==> src/br_rs_defines.svh <==
`ifndef BR_RS_DEFINES_SVH
`define BR_RS_DEFINES_SVH

// ----------------------------------------
// Datapath widths
// ----------------------------------------
`define BR_RS_XLEN        32 // Data word, also the CDB value width
`define BR_RS_ROB_IDX_LEN 4  // ROB tag carried on the CDB
`define BR_RS_B_IMM       13 // B-type immediate, bit 0 included

// ----------------------------------------
// Station geometry
// ----------------------------------------
// Power of two only, pointers wrap by overflow
`define BR_RS_DEPTH       4
`define BR_RS_IDX_LEN     ($clog2(`BR_RS_DEPTH))

`endif

==> src/br_rs_pkg.sv <==
`default_nettype none

`include "br_rs_defines.svh"

package br_rs_pkg;

    // Branch condition evaluated by the branch unit
    typedef enum logic [2:0] {
        BEQ  = 3'd0,
        BNE  = 3'd1,
        BLT  = 3'd2,
        BGE  = 3'd3,
        BLTU = 3'd4,
        BGEU = 3'd5
    } branch_type_t;

    // Branch result layout inside a CDB word
    typedef struct packed {
        logic [`BR_RS_XLEN-2:0] pad;          // Always zero
        logic                   mispredicted; // LSB of the word
    } br_res_t;

    // Same word, read as operand when snooping, written as result on retire
    typedef union packed {
        logic [`BR_RS_XLEN-1:0] operand;
        br_res_t                br_res;
    } cdb_value_u;

    typedef struct packed {
        logic [`BR_RS_ROB_IDX_LEN-1:0] rob_idx; // Producer tag
        cdb_value_u                    value;
    } cdb_data_t;

    // Decode bundle as pushed by the issue arbiter
    typedef struct packed {
        branch_type_t                  branch_type;
        logic                          rs1_ready;
        logic [`BR_RS_ROB_IDX_LEN-1:0] rs1_idx;     // Tag to wait for
        logic [`BR_RS_XLEN-1:0]        rs1_value;
        logic                          rs2_ready;
        logic [`BR_RS_ROB_IDX_LEN-1:0] rs2_idx;
        logic [`BR_RS_XLEN-1:0]        rs2_value;
        logic [`BR_RS_B_IMM-1:0]       imm;
        logic [`BR_RS_XLEN-1:0]        pred_pc;     // PC of the branch
        logic [`BR_RS_XLEN-1:0]        pred_target; // Target from the predictor
        logic                          pred_taken;
        logic [`BR_RS_ROB_IDX_LEN-1:0] dest_idx;    // ROB slot of the branch itself
    } rs_issue_t;

    // Request to the branch unit
    typedef struct packed {
        branch_type_t                  branch_type;
        logic [`BR_RS_XLEN-1:0]        rs1_value;
        logic [`BR_RS_XLEN-1:0]        rs2_value;
        logic [`BR_RS_B_IMM-1:0]       imm;
        logic [`BR_RS_XLEN-1:0]        pred_pc;
        logic [`BR_RS_XLEN-1:0]        pred_target;
        logic                          pred_taken;
    } bu_req_t;

    // One station slot as seen by the pointer logic
    typedef struct packed {
        logic      valid;        // Slot holds a branch
        logic      busy;         // Sent to the branch unit, result pending
        logic      res_ready;    // Mispredict flag is back
        logic      mispredicted;
        rs_issue_t issue;
    } rs_entry_t;

endpackage

`default_nettype wire

==> src/br_rs_alloc.sv <==
`default_nettype none
`timescale 1ns/10ps

`include "br_rs_defines.svh"

module br_rs_alloc (
    input  wire logic                    clk_i,
    input  wire logic                    rst_n_i,
    input  wire logic                    flush_i,
    input  wire logic                    arbiter_valid_i,
    output logic                         arbiter_ready_o,
    input  wire logic [`BR_RS_DEPTH-1:0] entry_valid_i, // Per slot valid flags
    output logic [`BR_RS_DEPTH-1:0]      push_o         // One-hot load strobe
);

    logic [`BR_RS_IDX_LEN-1:0] tail_q; // Next slot to fill
    logic                      push;

    // ----------------------------------------
    // Push handshake
    // ----------------------------------------
    // Slots free in order, so only the tail needs checking
    assign arbiter_ready_o = !entry_valid_i[tail_q];
    assign push            = arbiter_valid_i && arbiter_ready_o;

    always_comb begin
        push_o         = '0;
        push_o[tail_q] = push;
    end

    // Tail pointer, wraps by overflow
    always_ff @(posedge clk_i or negedge rst_n_i) begin
        if (!rst_n_i) begin
            tail_q <= '0;
        end else if (flush_i) begin
            tail_q <= '0;
        end else if (push) begin
            tail_q <= tail_q + 1'b1;
        end
    end

    // Only the slot picked by push_o turns valid, and no other slot fills
    a_push_fill : assert property (
        @(posedge clk_i) disable iff (!rst_n_i)
        !flush_i |=> ((entry_valid_i & ~$past(entry_valid_i)) == $past(push_o))
    ) else $error("br_rs_alloc: slot filled without a matching push, valid %h", entry_valid_i);

endmodule

`default_nettype wire

==> src/br_rs_dispatch.sv <==
`default_nettype none
`timescale 1ns/10ps

`include "br_rs_defines.svh"

module br_rs_dispatch (
    input  wire logic                                     clk_i,
    input  wire logic                                     rst_n_i,
    input  wire logic                                     flush_i,
    input  wire br_rs_pkg::rs_entry_t [`BR_RS_DEPTH-1:0]  entries_i,
    input  wire logic [`BR_RS_DEPTH-1:0]                  ex_ready_i,
    input  wire logic                                     bu_ready_i,
    output logic                                          bu_valid_o,
    output br_rs_pkg::bu_req_t                            bu_req_o,
    input  wire logic                                     bu_valid_i, // Result strobe
    output logic [`BR_RS_DEPTH-1:0]                       dispatch_o, // One-hot busy set
    output logic [`BR_RS_DEPTH-1:0]                       result_o    // One-hot result write
);

    // ----------------------------------------
    // Pointers
    // ----------------------------------------
    logic [`BR_RS_IDX_LEN-1:0] ex_ptr_q;  // Oldest slot not yet dispatched
    logic [`BR_RS_IDX_LEN-1:0] res_ptr_q; // Oldest slot waiting for its result
    logic                      dispatch;
    logic                      result;
    br_rs_pkg::rs_issue_t      ex_issue;  // Payload at the dispatch pointer

    assign ex_issue = entries_i[ex_ptr_q].issue;

    // Strictly in order, a younger ready slot waits behind an older one
    assign bu_valid_o = ex_ready_i[ex_ptr_q];
    assign dispatch   = bu_valid_o && bu_ready_i;

    // Results come back in dispatch order
    assign result = bu_valid_i && entries_i[res_ptr_q].busy;

    // ----------------------------------------
    // Request to the branch unit
    // ----------------------------------------
    always_comb begin
        bu_req_o             = '0;
        bu_req_o.branch_type = ex_issue.branch_type;
        bu_req_o.rs1_value   = ex_issue.rs1_value;
        bu_req_o.rs2_value   = ex_issue.rs2_value;
        bu_req_o.imm         = ex_issue.imm;
        bu_req_o.pred_pc     = ex_issue.pred_pc;
        bu_req_o.pred_target = ex_issue.pred_target;
        bu_req_o.pred_taken  = ex_issue.pred_taken;
    end

    // Slot strobes
    always_comb begin
        dispatch_o            = '0;
        dispatch_o[ex_ptr_q]  = dispatch;
        result_o              = '0;
        result_o[res_ptr_q]   = result;
    end

    always_ff @(posedge clk_i or negedge rst_n_i) begin
        if (!rst_n_i) begin
            ex_ptr_q  <= '0;
            res_ptr_q <= '0;
        end else if (flush_i) begin
            ex_ptr_q  <= '0;
            res_ptr_q <= '0;
        end else begin
            if (dispatch) begin
                ex_ptr_q <= ex_ptr_q + 1'b1;
            end
            if (result) begin
                res_ptr_q <= res_ptr_q + 1'b1;
            end
        end
    end

    // Branch unit returns only what it was given
    a_result_busy : assert property (
        @(posedge clk_i) disable iff (!rst_n_i || flush_i)
        bu_valid_i |-> entries_i[res_ptr_q].busy
    ) else $error("br_rs_dispatch: result with no busy slot at %h", res_ptr_q);

endmodule

`default_nettype wire

==> src/br_rs_entry.sv <==
`default_nettype none
`timescale 1ns/10ps

`include "br_rs_defines.svh"

module br_rs_entry (
    input  wire logic                  clk_i,
    input  wire logic                  rst_n_i,
    input  wire logic                  flush_i,
    input  wire logic                  push_i,      // Load from the arbiter
    input  wire br_rs_pkg::rs_issue_t  issue_i,
    input  wire logic                  dispatch_i,  // Accepted by the branch unit
    input  wire logic                  result_i,    // Branch unit result for this slot
    input  wire logic                  mispredict_i,
    input  wire logic                  pop_i,       // Retired onto the CDB
    input  wire logic                  cdb_valid_i,
    input  wire br_rs_pkg::cdb_data_t  cdb_data_i,
    output br_rs_pkg::rs_entry_t       entry_o,
    output logic                       ex_ready_o,
    output logic                       res_ready_o
);

    // ----------------------------------------
    // State
    // ----------------------------------------
    logic                 valid_q;
    logic                 busy_q;
    logic                 res_ready_q;
    logic                 mispredicted_q;
    br_rs_pkg::rs_issue_t issue_q;  // Payload plus operand ready bits

    logic rs1_hit; // CDB carries the missing first operand
    logic rs2_hit;

    // Snoop only while the slot is live, ready operands are never overwritten
    assign rs1_hit = cdb_valid_i && valid_q && !issue_q.rs1_ready
                     && (issue_q.rs1_idx == cdb_data_i.rob_idx);
    assign rs2_hit = cdb_valid_i && valid_q && !issue_q.rs2_ready
                     && (issue_q.rs2_idx == cdb_data_i.rob_idx);

    // Status flags
    always_ff @(posedge clk_i or negedge rst_n_i) begin
        if (!rst_n_i) begin
            valid_q     <= 1'b0;
            busy_q      <= 1'b0;
            res_ready_q <= 1'b0;
        end else if (flush_i) begin
            valid_q     <= 1'b0;
            busy_q      <= 1'b0;
            res_ready_q <= 1'b0;
        end else begin
            if (push_i) begin
                valid_q     <= 1'b1;
                busy_q      <= 1'b0;
                res_ready_q <= 1'b0;
            end
            if (dispatch_i) begin
                busy_q <= 1'b1; // Keeps the slot out of dispatch
            end
            if (result_i) begin
                busy_q      <= 1'b0;
                res_ready_q <= 1'b1;
            end
            if (pop_i) begin
                valid_q     <= 1'b0; // Slot free for the tail again
                res_ready_q <= 1'b0;
            end
        end
    end

    // Payload and operand capture
    always_ff @(posedge clk_i) begin
        if (push_i) begin
            issue_q <= issue_i;
        end else begin
            if (rs1_hit) begin
                issue_q.rs1_ready <= 1'b1;
                issue_q.rs1_value <= cdb_data_i.value.operand;
            end
            if (rs2_hit) begin
                issue_q.rs2_ready <= 1'b1;
                issue_q.rs2_value <= cdb_data_i.value.operand;
            end
        end
        if (result_i) begin
            mispredicted_q <= mispredict_i;
        end
    end

    // ----------------------------------------
    // Outputs
    // ----------------------------------------
    always_comb begin
        entry_o              = '0;
        entry_o.valid        = valid_q;
        entry_o.busy         = busy_q;
        entry_o.res_ready    = res_ready_q;
        entry_o.mispredicted = mispredicted_q;
        entry_o.issue        = issue_q;
    end

    // A slot with its result back must not be sent again when the pointer wraps
    assign ex_ready_o  = valid_q && !busy_q && !res_ready_q
                         && issue_q.rs1_ready && issue_q.rs2_ready;
    assign res_ready_o = valid_q && res_ready_q;

    // Result can only follow a dispatch with both operands present
    a_res_after_ops : assert property (
        @(posedge clk_i) disable iff (!rst_n_i)
        res_ready_o |-> (issue_q.rs1_ready && issue_q.rs2_ready)
    ) else $error("br_rs_entry: result ready without both operands");

endmodule

`default_nettype wire

==> src/br_rs_retire.sv <==
`default_nettype none
`timescale 1ns/10ps

`include "br_rs_defines.svh"

module br_rs_retire (
    input  wire logic                                     clk_i,
    input  wire logic                                     rst_n_i,
    input  wire logic                                     flush_i,
    input  wire br_rs_pkg::rs_entry_t [`BR_RS_DEPTH-1:0]  entries_i,
    input  wire logic [`BR_RS_DEPTH-1:0]                  res_ready_i,
    input  wire logic                                     cdb_ready_i,
    output logic                                          cdb_valid_o,
    output br_rs_pkg::cdb_data_t                          cdb_data_o,
    output logic [`BR_RS_DEPTH-1:0]                       pop_o       // One-hot clear
);

    logic [`BR_RS_IDX_LEN-1:0] head_q;     // Oldest slot in the station
    br_rs_pkg::rs_entry_t      head_entry;
    logic                      pop;

    assign head_entry  = entries_i[head_q];
    assign cdb_valid_o = res_ready_i[head_q]; // Retire only from the head
    assign pop         = cdb_valid_o && cdb_ready_i;

    // ----------------------------------------
    // CDB word
    // ----------------------------------------
    always_comb begin
        cdb_data_o                          = '0;
        cdb_data_o.rob_idx                  = head_entry.issue.dest_idx;
        cdb_data_o.value.br_res.pad         = '0;
        cdb_data_o.value.br_res.mispredicted = head_entry.mispredicted;
    end

    always_comb begin
        pop_o         = '0;
        pop_o[head_q] = pop;
    end

    always_ff @(posedge clk_i or negedge rst_n_i) begin
        if (!rst_n_i) begin
            head_q <= '0;
        end else if (flush_i) begin
            head_q <= '0;
        end else if (pop) begin
            head_q <= head_q + 1'b1; // Wraps with the tail
        end
    end

    // Stalled CDB output holds until taken
    a_cdb_hold : assert property (
        @(posedge clk_i) disable iff (!rst_n_i || flush_i)
        (cdb_valid_o && !cdb_ready_i) |=> (cdb_valid_o && $stable(cdb_data_o))
    ) else $error("br_rs_retire: cdb_data_o changed under stall, now %h", cdb_data_o);

endmodule

`default_nettype wire

==> src/br_rs_top.sv <==
`default_nettype none
`timescale 1ns/10ps

`include "br_rs_defines.svh"

module br_rs_top (
    input  wire logic                  clk_i,
    input  wire logic                  rst_n_i,
    input  wire logic                  flush_i,
    // Issue arbiter
    input  wire logic                  arbiter_valid_i,
    output logic                       arbiter_ready_o,
    input  wire br_rs_pkg::rs_issue_t  issue_i,
    // Branch unit
    input  wire logic                  bu_ready_i,
    output logic                       bu_valid_o,
    output br_rs_pkg::bu_req_t         bu_req_o,
    input  wire logic                  bu_valid_i,
    input  wire logic                  mispredict_i,
    // Common data bus
    input  wire logic                  cdb_valid_i,
    input  wire br_rs_pkg::cdb_data_t  cdb_data_i,
    input  wire logic                  cdb_ready_i,
    output logic                       cdb_valid_o,
    output br_rs_pkg::cdb_data_t       cdb_data_o
);

    // ----------------------------------------
    // Slot strobes and status
    // ----------------------------------------
    logic [`BR_RS_DEPTH-1:0]                 push;
    logic [`BR_RS_DEPTH-1:0]                 dispatch;
    logic [`BR_RS_DEPTH-1:0]                 result;
    logic [`BR_RS_DEPTH-1:0]                 pop;
    logic [`BR_RS_DEPTH-1:0]                 entry_valid;
    logic [`BR_RS_DEPTH-1:0]                 ex_ready;
    logic [`BR_RS_DEPTH-1:0]                 res_ready;
    br_rs_pkg::rs_entry_t [`BR_RS_DEPTH-1:0] entries;

    br_rs_alloc u_alloc (
        .clk_i           (clk_i),
        .rst_n_i         (rst_n_i),
        .flush_i         (flush_i),
        .arbiter_valid_i (arbiter_valid_i),
        .arbiter_ready_o (arbiter_ready_o),
        .entry_valid_i   (entry_valid),
        .push_o          (push)
    );

    // Slot array, CDB and mispredict flag fan out to all
    for (genvar i = 0; i < `BR_RS_DEPTH; i++) begin : g_entry
        br_rs_entry u_entry (
            .clk_i        (clk_i),
            .rst_n_i      (rst_n_i),
            .flush_i      (flush_i),
            .push_i       (push[i]),
            .issue_i      (issue_i),
            .dispatch_i   (dispatch[i]),
            .result_i     (result[i]),
            .mispredict_i (mispredict_i),
            .pop_i        (pop[i]),
            .cdb_valid_i  (cdb_valid_i),
            .cdb_data_i   (cdb_data_i),
            .entry_o      (entries[i]),
            .ex_ready_o   (ex_ready[i]),
            .res_ready_o  (res_ready[i])
        );

        assign entry_valid[i] = entries[i].valid;
    end

    br_rs_dispatch u_dispatch (
        .clk_i      (clk_i),
        .rst_n_i    (rst_n_i),
        .flush_i    (flush_i),
        .entries_i  (entries),
        .ex_ready_i (ex_ready),
        .bu_ready_i (bu_ready_i),
        .bu_valid_o (bu_valid_o),
        .bu_req_o   (bu_req_o),
        .bu_valid_i (bu_valid_i),
        .dispatch_o (dispatch),
        .result_o   (result)
    );

    br_rs_retire u_retire (
        .clk_i       (clk_i),
        .rst_n_i     (rst_n_i),
        .flush_i     (flush_i),
        .entries_i   (entries),
        .res_ready_i (res_ready),
        .cdb_ready_i (cdb_ready_i),
        .cdb_valid_o (cdb_valid_o),
        .cdb_data_o  (cdb_data_o),
        .pop_o       (pop)
    );

endmodule

`default_nettype wire

==> config.mk <==
export PLATFORM = sky130hd
export DESIGN_NAME = br_rs_top
export DESIGN_NICKNAME = d
export VERILOG_FILES = /design/src/br_rs_pkg.sv /design/src/br_rs_alloc.sv /design/src/br_rs_dispatch.sv /design/src/br_rs_entry.sv /design/src/br_rs_retire.sv /design/src/br_rs_top.sv
export VERILOG_INCLUDE_DIRS = /design/src
export SDC_FILE = /design/constraint.sdc
export NUM_CORES = 1
export LEC_CHECK = 0
export BUFFER_PORTS_ARGS = -buffer_cell sky130_fd_sc_hd__clkbuf_2
export CORE_ASPECT_RATIO = 0.6
export CORE_MARGIN = 10
export CORE_UTILIZATION = 52
export CTS_CLUSTER_SIZE = 16
export DETAILED_ROUTE_END_ITERATION = 8
export PLACE_DENSITY = 0.76
export SYNTH_ARGS = -nofsm -noshare
export SYNTH_HDL_FRONTEND = slang
export SYNTH_SLANG_ARGS = --single-unit
==> constraint.sdc <==
create_clock -name clk_i -period 4.28 [get_ports clk_i]
set_input_delay 0.428 -clock clk_i [delete_from_list [all_inputs] [get_ports clk_i]]
set_output_delay 0.428 -clock clk_i [all_outputs]
set_load 0.005 [all_outputs]
# Yosys cells after proc, flatten, opt, wreduce, memory -nomap -nowiden
# Cells that the tools add are included.
# classes
n_mux	96
n_eq_ne	8
magnitude_cmp	8
n_reduce_logical	89
bitwise_logic	4
add_sub_neg	4
# op_table
op	n
163-bit binary-select mux with 2-bit select	3
32-bit 2-to-1 mux	12
162-bit 2-to-1 mux	1
160-bit 2-to-1 mux	1
159-bit 2-to-1 mux	1
33-bit 2-to-1 mux	4
1-bit 2-to-1 mux	59
1-bit logical AND	48
4-bit equality test	8
4-bit nonzero test	8
2-bit nonzero test	12
1-bit zero test	17
4-bit bitwise AND	4
2-bit 2-to-1 mux	8
2-bit by 3-bit < comparator with 1-bit output (second input constant)	4
3-bit nonzero test	4
2-bit by 1-bit adder with 2-bit output (second input constant)	4
1-bit demux with 2-bit select	4
2-bit by 1-bit greater-or-equal comparator with 1-bit output (second input constant)	4
1-bit binary-select mux with 2-bit select	3
# totals
inputBits	204
word_cells	277
out_inout_bits	184
ff_bits	660

# Longest topological paths before layout
# depth
depth_word	12
mapped_depth	10
depth_no_buf	7

# Modules after synthesis
# A second synthesis with hierarchy kept.
# hier_totals
cells_unflattened	1768
hier_area_um2	27848.0
# modules_own_cells
module	area_per_inst_um2	n_inst	cells_each	seq_area_each_um2
br_rs_entry	5759.3	4	363	4879.7
br_rs_dispatch	3942.5	1	227	100.1
br_rs_retire	629.4	1	64	50.0
br_rs_alloc	239.0	1	25	50.0

# Worst setup path before layout
# Ideal clock, no wire load.
# synth_timing
path_type	input to register
from	input cdb_data_i[35] (netlist name)
to	register g_entry[1].u_entry.issue_q, in the netlist g_entry[1].u_entry.entry_o[119] (enable)
n_path_buf	1
path_slack_ps	-731
arrival_time_ps	4496
t_required_ps	3765
stages	4
setup_ps	515
cell_sequence	clkbuf_1 xnor2_1 nand3_1 o41ai_1
# synth_via
elab_chain_len	3
# synth_rtl
item	line	rtl
start: declaration	br_rs_top.sv:22	input wire br_rs_pkg::cdb_data_t cdb_data_i,
4-bit equality test	br_rs_entry.sv:37	&& (issue_q.rs1_idx == cdb_data_i.rob_idx);
1-bit logical AND	br_rs_entry.sv:37	
2-bit nonzero test (no line)	n/a	
end signal: assignment	br_rs_entry.sv:74	issue_q <= issue_i;
end: declaration	br_rs_entry.sv:30	br_rs_pkg::rs_issue_t issue_q;
# Every way passes these cells.
# A chain may end at the register's enable or synchronous reset.

==> impl_metrics.ini <==
[clock_network]
root_buffer = clkbuf_16
numClockSinks = 660
clk_latency_ns = 0.62
cts_max_level = 2
path_clk_slew_ns = 0.06
cts_inserted_buffers = 59
cts_tree = done
clock_path_buffers = 3
ctsResizeCount = 0

[detailed_routing]
ant_nets = 0
wirelength_um = 69700
route.detailed.drc = 0
post_drt_wl_per_cell_um = 24.1
post_drt_via_cell_ratio = 5.65
drt-initial-drc-count = 2044
vias = 16300
drt_pass1_iterations = 6

[synthesis]
synth_cell_type_count = 44
async_reset_ff_frac = 0.0303
synth_ff_type = edfxtp_1
yosys-top-cells-area = edfxtp_1, mux4_2, nand2_1, dfrtp_1, buf_4
synth_edf_count = 640
syn-instance-count = 1751
synth_area_um2 = 27600
synth.avg_cell_area_um2 = 15.7
ys_warn_count = 0
yosysTopAreaCellShare = 0.698
yosys_register_bits = 660
seq_area_frac_synth = 0.716
synth_largest_area_cell = edfxtp_1

[layout]
final_common_cell = nand2_1
multi_input_area_um2 = 7270
nets = 2354
layout_common_cells = nand2_1, edfxtp_1, clkbuf_2
drive_gt1_frac = 0.298
area_growth_pct = 17.3
fillers = 3761
fin_util = 0.616
regArea_um2 = 19700

[global_route]
grtUsageMet1 = 0.302
grt_pass1_vias = 16600
grt_pass1_wl_um = 104000
antenna_found_initial = 10
grt_usage = 0.219
use_met3 = 0.0496
grt_max_degree = 94
overflow = 0
use_met2 = 0.352
top_usage_layer = met2

[sta]
min_period_ns = 3.38
setup_violations = 0
fin_skew_ns = 0.0241
fmax_mhz = 296
rsz0062_at_grt = false
hold_viol_final = 0
drv_slew = 0
worstMarginPinSlew_ns = 1.24
fin_crit_sh = 0.789
final.setup.tns_ns = 0
slew_headroom = 0.173

[worst_setup_path]
worstPathRequired_ns = 3.85
critPathSlowestCell = dfrtp_4
reg2reg_depth = 7
crit_type = reg2out
worstPathArrival_ns = 2.95
startpoint_type = register
cp_slowest_stage_delay_ns = 1.05
rr_startpoint = u_alloc.tail_q[0]
reg2reg_slack_ns = 1.00
critPathMaxFanout = 47
end_kind = output port
cp_cell_sequence = buf_12 > mux4_2 > clkbuf_2
r2r_end = g_entry[2].u_entry.entry_o[127]

[pwr]
p_per_area_nw_per_um2 = 469
combPwrFrac = 0.136
p_sw_frac = 0.246
internal-power_uw = 11400
peakVddDrop_mv = 0.341
p_sw_uw = 3740
power_frac_clock = 0.346
p_leak_uw = 0.0121
seqPwrFrac = 0.518

[placed_design]
port_buffers = 356
hpwl_um = 44800
globalplace.congestion = 0.902

[floorplan]
ioPinCount = 388
die_h_um = 198
coreArea_um2 = 52500
die_x_um = 317
dieArea_um2 = 62900
start_util = 0.525
rows = 65

[min_path]
whs_path_depth = 1
min_from = issue_i[80]
holdPathEnd = g_entry[0].u_entry.entry_o[80]
hold_path.class = in2reg

[run_status]
outcome = finished clean

[job]
cap_violations = 0
sequential cells by signal (all words and copies together), names as in the netlist:
name and cells:
g_entry.u_entry.entry_o 636, g_entry.u_entry.busy_q 4, g_entry.u_entry.mispredicted_q 4, g_entry.u_entry.res_ready_q 4
g_entry.u_entry.valid_q 4, u_alloc.tail_q 2, u_dispatch.ex_ptr_q 2, u_dispatch.res_ptr_q 2
u_retire.head_q 2
through the flow:
step | hold slack [ns] | setup slack [ns] | total power, uW | area [um^2] | instances
floorplan | 0.132 | 0.832 | 9090 | 27700 | 1781
global placement | 0.442 | 1.10 | 9990 | 30200 | 2755
detailed placement | 0.439 | 0.996 | 10100 | 30200 | 2755
CTS | 0.000322 | 0.797 | 15300 | 32300 | 2885
global route | 0.0126 | 0.679 | 15700 | 32300 | 2888
finish | 0.0374 | 0.902 | 15200 | 32300 | 2896
Yosys cell counts (8+ instances only):
cell / n
buf_4: 34
buf_2: 33
nand2b_1: 10
mux4_2: 151
ha_1: 16
o41ai_1: 8
dfrtp_1: 20
clkbuf_1: 26
nand2_1: 656
nand3_1: 9
xnor2_1: 25
edfxtp_1: 640
inv_1: 23
buf_1: 12
buf_6: 13
xor2_1: 8
nor2_1: 13
logic make-up (layout without fill, tap and decap cells):
kind of cell / count (synthesis) / after routing / synth area share
buffers and inverters: 145 / 546 / 0.0301
XOR/XNOR: 33 / 33 / 0.0105
multiplexers: 156 / 156 / 0.125
AO/OA/AOI/OAI: 39 / 39 / 0.0126
flip-flops: 660 / 660 / 0.716
other: 1 / 42 / 0.000136
adder cells (fa/ha/maj): 16 / 16 / 0.00727
AND/OR/NAND/NOR: 701 / 701 / 0.0983
what timing repair did:
item / in CTS / in global routing
hold endpoints to repair: 92 / 0
buffers inserted: 0 / 0
hold buffers: 21 / 0
critical path, delay by kind of cell, from the launching register on:
kind     cells  cell delay, ns
buf+inv      2            0.58
mux          1            0.61
flops        1            1.05
power by group through the flow:
stage | logic, uW | registers [uW] | clock network, uW
2_1_floorplan | 1150 | 7940 | 0
5_1_grt | 2240 | 7890 | 5570
3_3_place_gp | 2040 | 7960 | 0
3_5_place_dp | 2070 | 7990 | 0
4_1_cts | 2090 | 7860 | 5340
6_report | 2060 | 7850 | 5250
metal layers:
metal / wire length [um] / part of all wire
met2: 34300 / 0.49
met1: 27500 / 0.39
met4: 1240 / 0.018
met3: 6670 / 0.096
met5: 34 / 0.00049
worst max path at each step:
stage	startpoint	endpoint	slack, ns	cells past startpoint
5_1_grt	u_dispatch.ex_ptr_q[0]	bu_req_o[70]	0.68	3
2_1_floorplan	cdb_data_i[35]	g_entry[1].u_entry.entry_o[119]	0.83	4
3_3_place_gp	u_alloc.tail_q[0]	g_entry[2].u_entry.entry_o[130]	1.10	7
4_1_cts	u_dispatch.ex_ptr_q[0]	bu_req_o[70]	0.80	3
3_5_place_dp	u_alloc.tail_q[0]	g_entry[2].u_entry.entry_o[127]	1.0	7
6_report	u_dispatch.ex_ptr_q[0]	bu_req_o[70]	0.90	3
area by class of cell:
class                           instances  area share
Inverter                               27     0.00376
Timing Repair Buffer                  410      0.0740
Antenna cell                           11    0.000852
Sequential cell                       660       0.611
Clock buffer                           72      0.0472
Tap cell                              703      0.0272
Clock inverter                         37      0.0113
Multi-Input combinational cell        976       0.225
Power figures use the tool's default switching activity.
